==> src/logic/dma_arb_pkg.sv <==
// Shared engine state type and default array sizes for the DMA read-side bandwidth arbiter
package dma_arb_pkg;

  // ---------------------------------------------------------------------
  // Default sizes, the top level hands these down as module parameters
  // ---------------------------------------------------------------------
  parameter int DEF_NUM_CHANNELS = 4;    // Channels sharing the read side
  parameter int DEF_FRAME_SIZE   = 256;  // Beats handed out per frame
  parameter int DEF_SIZE_WIDTH   = 16;   // Transaction size in beats
  parameter int DEF_PRIO_WIDTH   = 3;    // Priority 1..7, zero means unused

  // ---------------------------------------------------------------------
  // Grant engine states
  // ---------------------------------------------------------------------
  // ARB_IDLE  waits for start with at least one loaded channel
  // ARB_GRANT is the single cycle in which grant_valid is high
  // ARB_WAIT  holds until the requester reports burst_done
  typedef enum logic [1:0] {
    ARB_IDLE  = 2'd0,
    ARB_GRANT = 2'd1,
    ARB_WAIT  = 2'd2
  } arb_state_e;

endpackage

==> src/logic/share_calc.sv <==
// Combinational per-channel beats-per-frame, proportional to priority among active channels
`timescale 1ns/1ps

module share_calc
  import dma_arb_pkg::*;
#(
  parameter int NUM_CHANNELS = DEF_NUM_CHANNELS,
  parameter int FRAME_SIZE   = DEF_FRAME_SIZE,
  parameter int PRIO_WIDTH   = DEF_PRIO_WIDTH,
  localparam int BEAT_W = $clog2(FRAME_SIZE + 1),
  localparam int SUM_W  = PRIO_WIDTH + $clog2(NUM_CHANNELS + 1),  // No overflow on the sum
  localparam int PROD_W = BEAT_W + PRIO_WIDTH,                    // FRAME_SIZE * priority
  localparam int DIV_W  = (PROD_W > SUM_W) ? PROD_W : SUM_W
) (
  input  logic [NUM_CHANNELS-1:0] active,
  input  logic [PRIO_WIDTH-1:0]   prio  [NUM_CHANNELS],
  output logic [BEAT_W-1:0]       share [NUM_CHANNELS]
);

  // ---------------------------------------------------------------------
  // Priority sum over the live channels, then one divide per channel
  // ---------------------------------------------------------------------
  always_comb begin
    logic [SUM_W-1:0] prio_sum;
    logic [DIV_W-1:0] scaled;
    logic [DIV_W-1:0] quot;

    prio_sum = '0;
    scaled   = '0;
    quot     = '0;
    for (int i = 0; i < NUM_CHANNELS; i++) begin
      if (active[i]) begin
        prio_sum = prio_sum + SUM_W'(prio[i]);
      end
    end

    for (int i = 0; i < NUM_CHANNELS; i++) begin
      share[i] = '0;                                  // Inactive gets nothing
      if (active[i] && prio_sum != '0) begin
        scaled = DIV_W'(FRAME_SIZE) * DIV_W'(prio[i]);
        quot   = scaled / DIV_W'(prio_sum);          // Rounded down
        if (quot == '0) begin
          share[i] = BEAT_W'(1);                      // Floor of one beat
        end else begin
          share[i] = BEAT_W'(quot);                   // Never above FRAME_SIZE
        end
      end
    end
  end

endmodule

==> config.mk <==
export PLATFORM = sky130hd
export DESIGN_NAME = share_calc
export DESIGN_NICKNAME = d
export VERILOG_FILES = /design/src/logic/dma_arb_pkg.sv /design/src/logic/share_calc.sv
export SDC_FILE = /design/constraint.sdc
export NUM_CORES = 1
export LEC_CHECK = 0
export BUFFER_PORTS_ARGS = -buffer_cell sky130_fd_sc_hd__buf_2
export CAP_MARGIN = 0
export CORE_UTILIZATION = 55
export DETAILED_ROUTE_END_ITERATION = 16
export GPL_TIMING_DRIVEN = 0
export PLACE_DENSITY = 0.75
export REMOVE_ABC_BUFFERS = 1
export SLEW_MARGIN = 20
export SYNTH_ARGS = -nofsm -noshare
export SYNTH_HDL_FRONTEND = slang
export SYNTH_SLANG_ARGS = --single-unit
==> constraint.sdc <==
create_clock -name vclk -period 89.6
set_clock_uncertainty 0.05 [all_clocks]
set_input_delay 17.92 -clock vclk [all_inputs]
set_output_delay 17.92 -clock vclk [all_outputs]
set_load 0.005 [all_outputs]
== Word level (Yosys, flattened, before mapping) ==
Index checks and enable logic that the tools add are counted.

* Bits in registers: 0
* Input bits: 16
* Output and inout bits: 36
* Word-level logic and storage cells: 28

* Add/subtract/negate cells: 3
* Div/mod/pow operators: 4
* Mux-type cells: 12
* Reductions and logical operators: 9

{| class="wikitable"
|+ Operators by type and width
! operator !! count
|-
| two-way mux 9 bit || 8
|-
| divider 11 x 6 -> 12 bit || 4
|-
| logical NOT 12 bit || 4
|-
| adder 6 x 3 -> 6 bit || 3
|-
| two-way mux 6 bit || 3
|-
| nonzero test 6 bit || 1
|-
| logical AND 1 bit || 4
|-
| two-way mux 3 bit || 1
|}

== Depth between registers and ports, before layout ==
* Depth after elaboration: 11
* Mapped depth: 116

== Worst setup path after synthesis ==
No wires, ideal clock.

* Kind: input to output
* From: input port active[0]
* To: output port share[0] in the netlist's numbering
* Arrival: 39.315 ns
* Data required time: 71.630 ns
* Slack: 32.315 ns
* Stages on the path: 103
* Buffers on the path: 10
* Cell sequence: buf_2 -> and2_1 -> ha_1 -> nand2_1 -> nand2_1 -> ha_1 -> nand2b_1 -> o21ai_2 -> inv_2 -> ha_1 -> nand2b_1 -> o21ai_0 -> nor2_1 -> inv_2 -> buf_1 -> clkbuf_1 -> clkbuf_1 -> clkbuf_1 -> [... 67 more ...] -> inv_1 -> nor2_1 -> o21a_1 -> o21a_1 -> o21ai_0 -> nand2b_1 -> a211oi_1 -> mux2i_1 -> nor4_4 -> and2_4 -> nor2_1 -> mux2_1 -> ha_1 -> a21o_1 -> a211oi_1 -> a31oi_1 -> nor3_1 -> a31oi_1

{| class="wikitable"
|+ RTL lines
! element !! line !! RTL
|-
| from (decl) || share_calc.sv:15 || <nowiki>input logic [NUM_CHANNELS-1:0] active,</nowiki>
|-
| to (decl) || share_calc.sv:17 || <nowiki>output logic [BEAT_W-1:0] share [NUM_CHANNELS]</nowiki>
|}

==> results.sh <==
export IMPL_critPathSlowestCell="o31ai_1"
export IMPL_crit_cells=98
export IMPL_nClkBuffers=0
export IMPL_grt_use_met1_pct=40.9
export IMPL_nFillCells=2218
export IMPL_synth_distinct_cells=110
export IMPL_hold_viol_final=0
export IMPL_nFlopsAndLatches=0
export IMPL_crit_type="in2out"
export IMPL_fin_crit_sh_pct=67.8
export IMPL_crit_top_cell="ha_1"
export IMPL_max_freq_mhz=16.5
export IMPL_nets=2134
export IMPL_period_needed_ns=60.75
export IMPL_outcome="finished, final reports clean"
export IMPL_endpoint_kind="output port"
export IMPL_antenna_found_initial=2
export IMPL_routedWlPerCell_um=17.6
export IMPL_hold_end="share[27]"
export IMPL_coreArea_um2=23500
export IMPL_die_area_um2=24700
export IMPL_crit_required_ns=71.63
export IMPL_wl_um=39100
export IMPL_drt_iter0_drc=1173
export IMPL_hold_depth=6
export IMPL_critPathArrivalTime_ns=42.78
export IMPL_ios=52
export IMPL_viasPerCell=6.66
export IMPL_areaGrowthSynthToFinish_pct=5.14
export IMPL_min_path_type="in2out"
export IMPL_synth_top_cells_by_area="ha_1 19%, nor2_1 5.8%, a21oi_1 5.4%"
export IMPL_yosysTopAreaCell="ha_1"
export IMPL_dieHeight_um=157
export IMPL_hold_start="active[0]"
export IMPL_port_buffer_count=52
export IMPL_grt_pass1_wl_um=64100
export IMPL_grt_remaining_overflow=0
export IMPL_initial_utilization_pct=56.2
export IMPL_multi_input_area_um2=12800
export IMPL_vias=14820
export IMPL_max_cap_violations=0
export IMPL_cp_top_family="compound AO/OA/AOI/OAI gates"
export IMPL_grt_max_degree=80
export IMPL_drive_gt1_share_pct=9.77
export IMPL_postRouteAntennaNets=0
export IMPL_ys_warnings_count=0
export IMPL_drt_pass1_iterations=8
export IMPL_slew_headroom_pct=24.0
export IMPL_setup_violations=0
export IMPL_place_congestion=0.914
export IMPL_seq_area_frac_synth_pct=0
export IMPL_grt_pass1_vias=13538
export IMPL_yosys_area_top_type_share_pct=19.5
export IMPL_grt_usage_pct=30.9
export IMPL_tns_ns=0
export IMPL_grt_setup_unrepaired="false"
export IMPL_final_common_cell="ha_1"
export IMPL_cts_resized=0
export IMPL_avgSynthCellArea_um2=7.01
export IMPL_busiest_layer="met2"
export IMPL_cts_setup_buffers=0
export IMPL_syn_inst=1888
export IMPL_crit_path_start_kind="input pin"
export IMPL_dp_hpwl_um=30200
export IMPL_max_stage_delay_ns=0.93
export IMPL_cp_num_buf_inv=5
export IMPL_die_x_um=157
export IMPL_drcViolationCount=0
export IMPL_seq_area_um2=0
export IMPL_grt_met3_usage_pct=0.854
export IMPL_gr_usage_met2_pct=54.8
export IMPL_cts_hold_buf=0
export IMPL_worstMarginPinSlew_ns=1.13
export IMPL_final_cell_mix="206 x ha_1, 204 x nor2_1, 143 x a21oi_1"
export IMPL_crit_fanout=13
export IMPL_rows=56
export IMPL_syn_area_um2=13200
export IMPL_drv_slew=0
stage by stage:
| stage | hold slack (ns) | utilization [%] | setup WS (ns) | instances | area, um^2 |
|---|---|---|---|---|---|
| floorplan | 36.01 | - | 31.74 | 1842 | 13000 |
| global placement | 36.39 | 58.1 | 25.59 | 2213 | 13700 |
| detailed placement | 36.40 | 59.1 | 29.41 | 2223 | 13900 |
| CTS | 36.40 | 59.1 | 29.33 | 2223 | 13900 |
| global route | 36.45 | 59.1 | 27.18 | 2224 | 13900 |
| finish | 36.41 | 59.1 | 28.85 | 2225 | 13900 |
cell type report:
class                      instances  share of cell area [%]
multi-input combinational       1778                    92.3
timing repair buffer              62                    3.02
tap                              319                    2.87
inverter                          64                    1.75
antenna                            2                  0.0360
routing by layer:
layer  wire length, um  vias to the layer above  part of all wire (%)
met2             18300                      460                    47
met4               901                        2                   2.3
met3              1950                       81                   5.0
li1                  -                     7314                     -
met1             17900                     6963                    46
met5                13                        -                 0.033
logic make-up (layout without fill, tap and decap cells):
kind of cell	Yosys count	count (layout)	synth area share, %
compound gates	672	672	35.3
xor+xnor	91	91	6.02
fa+ha+maj	212	212	20.4
buf+inv	113	126	3.44
mux	87	87	7.20
other cells	1	6	0.0283
simple gates	712	712	27.7
worst max-delay path by stage:
stage,from,end,slack (ns)
floorplan,prio[9],share[0],31.74
global placement,active[0],share[0],25.59
detailed placement,active[0],share[0],29.41
CTS,active[0],share[0],29.33
global route,active[0],share[9],27.18
finish,active[0],share[0],28.85
Yosys cell counts, drive strengths merged (12+ instances only):
| cell type | n |
|---|---|
| nor3 | 77 |
| o31ai | 36 |
| a21o | 63 |
| inv | 63 |
| buf | 22 |
| nor4 | 20 |
| xnor2 | 54 |
| mux2i | 30 |
| mux2 | 57 |
| a211oi | 24 |
| a31oi | 29 |
| nand3 | 54 |
| clkbuf | 27 |
| a21oi | 146 |
| nand2b | 48 |
| nor2b | 24 |
| o211ai | 22 |
| and3 | 19 |
| xor2 | 37 |
| and2 | 29 |
| o21ai | 132 |
| ha | 206 |
| a311oi | 12 |
| nand2 | 135 |
| or2 | 13 |
| and4 | 13 |
| nand4 | 23 |
| nor2 | 207 |
| a21boi | 15 |
| a31o | 14 |
| o21a | 62 |
| or3 | 20 |
Power is not shown: default switching activity piles up to over one toggle a cycle in this logic, so the estimate is an artifact.
