`src/logic/dma_arb_pkg.sv`:
```
// Shared engine state type and default array sizes for the DMA read-side bandwidth arbiter
package dma_arb_pkg;

  // ---------------------------------------------------------------------
  // Default sizes, the top level hands these down as module parameters
  // ---------------------------------------------------------------------
  parameter int DEF_NUM_CHANNELS = 4;    // Channels sharing the read side
  parameter int DEF_FRAME_SIZE   = 256;  // Beats handed out per frame
  parameter int DEF_SIZE_WIDTH   = 16;   // Transaction size in beats
  parameter int DEF_PRIO_WIDTH   = 3;    // Priority 1..7, zero means unused

  // ---------------------------------------------------------------------
  // Grant engine states
  // ---------------------------------------------------------------------
  // ARB_IDLE  waits for start with at least one loaded channel
  // ARB_GRANT is the single cycle in which grant_valid is high
  // ARB_WAIT  holds until the requester reports burst_done
  typedef enum logic [1:0] {
    ARB_IDLE  = 2'd0,
    ARB_GRANT = 2'd1,
    ARB_WAIT  = 2'd2
  } arb_state_e;

endpackage

```
`src/logic/grant_engine.sv`:
```
// Arbitration FSM issuing one burst grant at a time, paced by burst completion
`timescale 1ns/1ps

module grant_engine
  import dma_arb_pkg::*;
#(
  parameter int NUM_CHANNELS = DEF_NUM_CHANNELS,
  parameter int FRAME_SIZE   = DEF_FRAME_SIZE,
  parameter int SIZE_WIDTH   = DEF_SIZE_WIDTH,
  localparam int CH_W   = (NUM_CHANNELS > 1) ? $clog2(NUM_CHANNELS) : 1,
  localparam int BEAT_W = $clog2(FRAME_SIZE + 1),
  localparam int CMP_W  = (SIZE_WIDTH > BEAT_W) ? SIZE_WIDTH : BEAT_W  // share vs remaining
) (
  input  logic                  aclk,
  input  logic                  aresetn,
  // Control handshake
  input  logic                  start_arbitration,
  input  logic                  burst_done,
  // From the table, share calculator and pointer
  input  logic [BEAT_W-1:0]     share     [NUM_CHANNELS],
  input  logic [SIZE_WIDTH-1:0] remaining [NUM_CHANNELS],
  input  logic [CH_W-1:0]       next_channel,
  input  logic                  any_active,
  output logic [CH_W-1:0]       origin,
  // Table update, same edge as grant_valid
  output logic                  consume,
  output logic [CH_W-1:0]       consume_channel,
  output logic [BEAT_W-1:0]     consume_beats,
  // Grant out
  output logic                  grant_valid,
  output logic [CH_W-1:0]       grant_channel,
  output logic [BEAT_W-1:0]     grant_beats,
  output logic                  re_arbitration,
  output logic                  all_done
);

  arb_state_e state;

  logic [CMP_W-1:0]  share_ext;
  logic [CMP_W-1:0]  rem_ext;
  logic [BEAT_W-1:0] beats_sel;  // min(share, remaining) for next_channel
  logic              last_sel;   // This grant empties the channel
  logic              issue;
  logic              finish;

  // ---------------------------------------------------------------------
  // Grant rule for the channel the pointer found
  // ---------------------------------------------------------------------
  assign share_ext = CMP_W'(share[next_channel]);
  assign rem_ext   = CMP_W'(remaining[next_channel]);
  assign last_sel  = (share_ext >= rem_ext);
  assign beats_sel = last_sel ? BEAT_W'(remaining[next_channel]) : share[next_channel];

  // Start from idle or completion in wait, but only with work left
  assign issue  = any_active &&
                  ((state == ARB_IDLE && start_arbitration) || (state == ARB_WAIT && burst_done));
  assign finish = (state == ARB_WAIT) && burst_done && !any_active;  // Last burst retired

  assign consume         = issue;
  assign consume_channel = next_channel;
  assign consume_beats   = beats_sel;

  // Search from the top index while idle so the lowest live channel goes first
  assign origin = (state == ARB_IDLE) ? CH_W'(NUM_CHANNELS - 1) : grant_channel;

  // ---------------------------------------------------------------------
  // State and pulse outputs
  // ---------------------------------------------------------------------
  always_ff @(posedge aclk or negedge aresetn) begin
    if (!aresetn) begin
      state          <= ARB_IDLE;
      grant_valid    <= 1'b0;
      re_arbitration <= 1'b0;
      all_done       <= 1'b0;
    end else begin
      grant_valid    <= issue;
      re_arbitration <= issue && last_sel;  // Channel drops out with this grant
      all_done       <= finish;
      case (state)
        ARB_IDLE:  if (issue) state <= ARB_GRANT;
        ARB_GRANT: state <= ARB_WAIT;         // grant_valid is a single pulse
        ARB_WAIT: begin
          if (issue) begin
            state <= ARB_GRANT;
          end else if (finish) begin
            state <= ARB_IDLE;
          end
        end
        default:   state <= ARB_IDLE;
      endcase
    end
  end

  // Grant payload, only read while a grant is outstanding
  always_ff @(posedge aclk) begin
    if (issue) begin
      grant_channel <= next_channel;
      grant_beats   <= beats_sel;
    end
  end

  // ---------------------------------------------------------------------
  // Protocol checks
  // ---------------------------------------------------------------------
  a_grant_pulse: assert property (
    @(posedge aclk) disable iff (!aresetn) grant_valid |=> !grant_valid
  ) else $error("grant_engine: grant_valid held longer than one cycle");

  a_done_in_wait: assert property (
    @(posedge aclk) disable iff (!aresetn) burst_done |-> state == ARB_WAIT
  ) else $error("grant_engine: burst_done outside ARB_WAIT, state %s", state.name());

  a_beats_nonzero: assert property (
    @(posedge aclk) disable iff (!aresetn) grant_valid |-> grant_beats != '0
  ) else $error("grant_engine: zero-beat grant on channel %0d", grant_channel);

endmodule

```
`config.mk`:
```
export PLATFORM = sky130hd
export DESIGN_NAME = grant_engine
export DESIGN_NICKNAME = d
export VERILOG_FILES = /design/src/logic/dma_arb_pkg.sv /design/src/logic/grant_engine.sv
export SDC_FILE = /design/constraint.sdc
export NUM_CORES = 1
export LEC_CHECK = 0
export BUFFER_PORTS_ARGS = -buffer_cell sky130_fd_sc_hd__buf_2
export CAP_MARGIN = 20
export CORE_UTILIZATION = 38
export CTS_BUF_LIST = sky130_fd_sc_hd__clkbuf_4 sky130_fd_sc_hd__clkbuf_8
export DETAILED_ROUTE_END_ITERATION = 8
export HOLD_SLACK_MARGIN = 0.03
export PLACE_DENSITY = 0.81
export SLEW_MARGIN = 5
export SYNTH_ARGS = -nofsm -noshare
export SYNTH_HDL_FRONTEND = slang
export SYNTH_SLANG_ARGS = --single-unit
```
`constraint.sdc`:
```
create_clock -name aclk -period 7.7 [get_ports aclk]
set_clock_uncertainty 0.05 [all_clocks]
set_input_delay 1.925 -clock aclk [delete_from_list [all_inputs] [get_ports aclk]]
set_output_delay 1.925 -clock aclk [all_outputs]
set_load 0.03 [all_outputs]
```
=== Yosys cells after proc, flatten, opt, wreduce, memory -nomap -nowiden ===
Cells that the tools add are included.

* Magnitude comparators: 2
* Mux-type cells: 12
* Reductions and logical operators: 9
* Bitwise operators: 1
* Equality and inequality tests: 4

{| class="wikitable"
|+ Operators by type and width
! cell !! count
|-
| 16-bit binary-select mux with 2-bit select || 1
|-
| 16-bit two-way mux || 2
|-
| 9-bit two-way mux || 3
|-
| 9-bit binary-select mux with 2-bit select || 1
|-
| 9-bit by 16-bit >= comparator with 1-bit output || 1
|-
| 2-bit two-way mux || 4
|-
| 2-bit case mux with 3 select lines || 1
|-
| 1-bit logical AND || 5
|-
| 3-bit >= comparator (second input constant) || 1
|-
| 3-bit inequality test (second input constant) || 1
|-
| 2-bit NOT with 3-bit output || 1
|-
| 2-bit by 1-bit equality test with 1-bit output (second input constant) || 1
|-
| 2-bit equality test (second input constant) || 1
|-
| 2-bit logical NOT || 1
|-
| 2-bit inequality test (second input constant) || 1
|-
| 2-bit AND reduction || 1
|-
| 1-bit logical NOT || 1
|-
| 1-bit logical OR || 1
|}

* Logic and storage cells: 34
* Output and inout bits: 28
* Register bits: 16

=== Logic depth before layout (Yosys ltp) ===
* Depth in word-level cells: 6
* Depth in mapped cells: 11
* Depth with buffers taken out: 8

=== Least setup slack after synthesis ===
No wires, ideal clock.

* Kind: input -> output
* Start point: input port next_channel[0]
* End point: output port consume_beats[0]
* Path buffers: 2
* Data required time: 5.725 ns
* Stages: 9
* Arrival time: 4.716 ns
* Slack: 1.009 ns
* Path through: buf_2 buf_2 mux4_2 ha_1 nand3_1 nor2_1 a221oi_1 a2111oi_4 mux2_2

* Cells in the longest elaborated chain, start to end: 6
* Elaborated cells between the ends (all ways): 9
* Those cells by class: order compare: 1; mux: 7; bitwise: 1

{| class="wikitable"
|+ RTL lines
! element !! line !! RTL
|-
| from (decl) || grant_engine.sv:22 || <nowiki>input logic [CH_W-1:0] next_channel,</nowiki>
|-
| 2-bit NOT with 3-bit output (implied by the code) (*) || grant_engine.sv:49, grant_engine.sv:50, grant_engine.sv:52 ||
|-
| 9-bit binary-select mux with 2-bit select / 16-bit binary-select mux with 2-bit select (equally long branches) || grant_engine.sv:49, grant_engine.sv:52, grant_engine.sv:50 ||
|-
| 9-bit two-way mux (implied by the code) / 16-bit two-way mux (equally long branches) (2 in series) || grant_engine.sv:49, grant_engine.sv:52 ||
|-
| 9-bit by 16-bit >= comparator with 1-bit output || grant_engine.sv:51 || <nowiki>assign last_sel = (share_ext >= rem_ext);</nowiki>
|-
| 9-bit two-way mux (*) || grant_engine.sv:52 || <nowiki>assign beats_sel = last_sel ? BEAT_W'(remaining[next_channel]) : share[next_channel];</nowiki>
|-
| to (decl) || grant_engine.sv:28 || <nowiki>output logic [BEAT_W-1:0] consume_beats,</nowiki>
|}

Every way passes the cells marked *; elsewhere a longest branch is shown, timed or not. The select of a mux whose other input is x is not followed.

=== Worst setup path after layout ===
* Start point: input port next_channel[0]
* End point: output port consume_beats[4]

The elaborated chain is that of the path after synthesis.

==> results by group <==
Outcome
  – Run status: completed

Routing
  – Final routed wire length divided by cell count: between 10 and 15 microns
  – First-iteration detailed-routing DRC count: 24
  – Residual DRC: 0
  – Via-per-instance ratio: 5.09
  – Number of search-and-repair iterations in the first detailed-routing pass: 4
  – Drt total wl: just over 4000 microns
  – Residual antenna-violating net count after detailed routing: 0
  – Total number of vias: roughly 1.4k

STA
  – Worst Tran Pin Value: around 980 ps
  – Final Hold Vio Count: 0
  – Maximum clock frequency: between 100 and 150 MHz
  – Final Max Slew Viols: 0
  – Final Critical Period: between 7000 and 8000 ps
  – Min setup slack post-route: roughly 650 ps
  – Period utilization: 0.916
  – Setup repair after global routing missed its margin: no
  – Sum Neg Setup Slack: 0 ps
  – Number of setup violations in the final report: 0
  – Worst slew slack as a fraction of its limit: 0.347

Clocking
  – Total of cells resized after clock tree synthesis: 0
  – H-tree Lvls: 1
  – Clock root buffer: sky130_fd_sc_hd__clkbuf_8
  – Number of post-CTS setup repair buffers: 0
  – Clock transition time at the flip-flop clock pins of the worst setup and hold paths: approximately 60 ps
  – TritonCTS Buffers: 3
  – Sinks on Clock Net: 16
  – Maximum number of buffers from clock root to sink: 2
  – Clock Latency Late Sink: around 240 ps
  – Clock tree from TritonCTS: yes
  – Number of hold buffers added after CTS: 0

Global routing
  – Met2 Use GR: 0.415
  – Met3 Track Usage GR: 0.0456
  – Wire length of the first global-routing pass: 6520 microns
  – Combined global-route utilization of all metal layers: 0.215
  – Total congestion overflow: 0
  – Number of global-route vias before repair: between 1k and 1.5k
  – Most congested layer reported by global routing: met2
  – Global-route met1 utilization: 0.238
  – Pin count of the biggest net entering global routing: 27
  – Initial antenna violation count: 0

Die
  – Die Ht: about 63 microns
  – Effective utilization at floorplan: 0.411
  – Area of the die: 3970 sq um
  – Total core area: roughly 3400 sq um
  – Die extent in x: between 60 and 70 microns
  – I/O pins: roughly 140
  – Floorplan row count: 21

Logic synthesis
  – Number of nets in the synthesized netlist: around 220
  – Yosys warns: 0
  – Mapped Cells: 103
  – Count of unique library cells instantiated by Yosys: 29
  – Part of the Yosys area used for sequential elements: 0.322
  – Netlist area before placement: around 1400 sq um
  – Number of register bits inferred by synthesis: 16
  – Per-instance average area after synthesis: ~14 sq um

Layout
  – Ant. Diodes: 0
  – Count of filler cells inserted in the layout: slightly above 300
  – Proportion of layout cells with a drive suffix above 1: 0.722
  – Commonest cells after routing, fill and taps aside: sky130_fd_sc_hd__buf_2, sky130_fd_sc_hd__mux4_2, sky130_fd_sc_hd__mux2_2, sky130_fd_sc_hd__edfxtp_1
  – Number of nets in the layout: between 300 and 400
  – Layout Area Growth over Synthesis: 52.3%
  – Most common library cell in the layout ignoring fill and taps: sky130_fd_sc_hd__buf_2
  – Finished Layout Cells: 280

Hold path
  – Hold Path Class: flip-flop to flip-flop

Pwr
  – Peak supply drop: around 64 uV
  – Total leakage power: 1.06 nW
  – Pwr Density: approximately 140 nW/um^2

Critical path
  – Max Fanout on Critical Path: 23
  – Crit-path max cell delay: between 600 and 700 ps
  – Worst endpoint required time: around 5700 ps
  – Worst path cell trace: buf_2 > mux4_2 > ha_1 > nand2_1 > o21ai_0 > a221oi_1 > a2111oi_4 > mux2_2 > buf_2
  – Worst reg2reg setup slack: ~5900 ps
  – Worst Setup End Kind: output pin
  – Cell at the slowest stage of the critical path: sky130_fd_sc_hd__a2111oi_4
  – Worst path most repeated cell: sky130_fd_sc_hd__buf_2
  – Type of element launching the critical path: primary input
  – Class of the most critical setup path: primary input to output pin
  – Worst endpoint data arrival time: between 5000 and 6000 ps

Placement
  – HPWL after DPL: 3620 microns
  – Global placer's final weighted congestion: about 0.81
  – Number of buffers added on ports: between 100 and 150
  – Worst setup slack before clock tree synthesis: just over 600 ps
  – Cell count after placement: 276

Job
  – # Max-Cap Violations: 0
## metrics by stage
step                      total power [W]   util  instance area, sq um  hold WS (ps)
after detailed placement         0.000236  0.610                  2100           530
after global placement           0.000232  0.610                  2100           507
after floorplan                  0.000187      -                  1420           458
after CTS                        0.000308  0.626                  2160           539
final                            0.000305  0.626                  2160           528
after global routing             0.000324  0.626                  2160           596
## final timing paths
| check | startpoint | cells after the start | endpoint |
|---|---|---|---|
| worst min register to register | state[0] | 1 | state[0] |
| worst max register to register | state[1] | 2 | grant_beats[4] |
| worst min-delay path | state[0] | 1 | state[0] |
| worst max-delay path | next_channel[0] | 9 | consume_beats[4] |
| min in group asynchronous | aresetn | 1 | state[0] |
| max in group asynchronous | aresetn | 1 | all_done |
## registers in the layout, indices dropped and copies added (netlist names)
signal and count:
grant_beats 9, grant_channel 2, state 2, all_done 1, grant_valid 1, re_arbitration 1
## routing by layer
metal  share of wire  wire length [microns]
met5               0                      0
met4          0.0042                     17
met3           0.054                    222
met2            0.55                   2260
met1            0.39                   1600
## cell usage after synthesis
cell type                   count  area [sq um]
sky130_fd_sc_hd__mux2_2        11           124
sky130_fd_sc_hd__buf_2          2          10.0
sky130_fd_sc_hd__mux4_2        18           405
sky130_fd_sc_hd__and2_1         1          6.26
sky130_fd_sc_hd__nor2b_1        1          6.26
sky130_fd_sc_hd__o21bai_1       2          15.0
sky130_fd_sc_hd__nor3_1         2          10.0
sky130_fd_sc_hd__nor3b_1        2          15.0
sky130_fd_sc_hd__nand4_1        1          6.26
sky130_fd_sc_hd__edfxtp_1      11           330
sky130_fd_sc_hd__ha_1           9           113
sky130_fd_sc_hd__dfrtp_1        5           125
sky130_fd_sc_hd__a2111oi_4      1          27.5
sky130_fd_sc_hd__a211oi_1       2          15.0
sky130_fd_sc_hd__mux2i_1        3          30.0
sky130_fd_sc_hd__nand3_1        3          15.0
sky130_fd_sc_hd__clkbuf_4       1          7.51
sky130_fd_sc_hd__a21oi_1        2          10.0
sky130_fd_sc_hd__nand2_1        1          3.75
sky130_fd_sc_hd__nor4_1         6          37.5
sky130_fd_sc_hd__inv_1          9          33.8
sky130_fd_sc_hd__a221oi_1       1          8.76
sky130_fd_sc_hd__o21ai_0        1          5.00
sky130_fd_sc_hd__buf_4          2          15.0
sky130_fd_sc_hd__clkbuf_1       1          3.75
sky130_fd_sc_hd__o211ai_1       1          7.51
sky130_fd_sc_hd__buf_6          1          11.3
sky130_fd_sc_hd__nor4bb_1       1          10.0
sky130_fd_sc_hd__nor2_1         2          7.51
## worst max-delay path: cells and delay by family
family / cells / cell delay, ps
compound gates: 3 / 990
fa+ha+maj: 1 / 310
mux: 2 / 1060
simple gates: 1 / 50
buf+inv: 2 / 710
## cells by family (layout without fill, tap and decap cells)
| logic type | after synthesis | count (layout) | share of synthesized area |
|---|---|---|---|
| flip-flops | 16 | 16 | 0.322 |
| multiplexers | 32 | 32 | 0.395 |
| AO/OA/AOI/OAI | 10 | 10 | 0.0628 |
| buffers and inverters | 16 | 147 | 0.0575 |
| adder cells (fa/ha/maj) | 9 | 9 | 0.0796 |
| AND/OR/NAND/NOR | 20 | 20 | 0.0831 |
## report_power, final
| part | internal (W) | total [W] | switching, W | leakage (nW) |
|---|---|---|---|---|
| clock | 0.0000453 | 0.0000719 | 0.0000266 | 0.0288 |
| combinational | 0.0000596 | 0.000129 | 0.0000692 | 0.863 |
| sequential | 0.000101 | 0.000105 | 0.00000371 | 0.169 |
## area by class of cell
cell class / count / area [sq um] / area share
multi-input combinational: 71 / 883 / 0.410
clock buffer: 4 / 55.1 / 0.0255
timing repair buffer: 134 / 671 / 0.311
tap: 46 / 57.6 / 0.0267
sequential: 16 / 455 / 0.211
inverter: 9 / 33.8 / 0.0157
(Power assumes the default switching activity.)
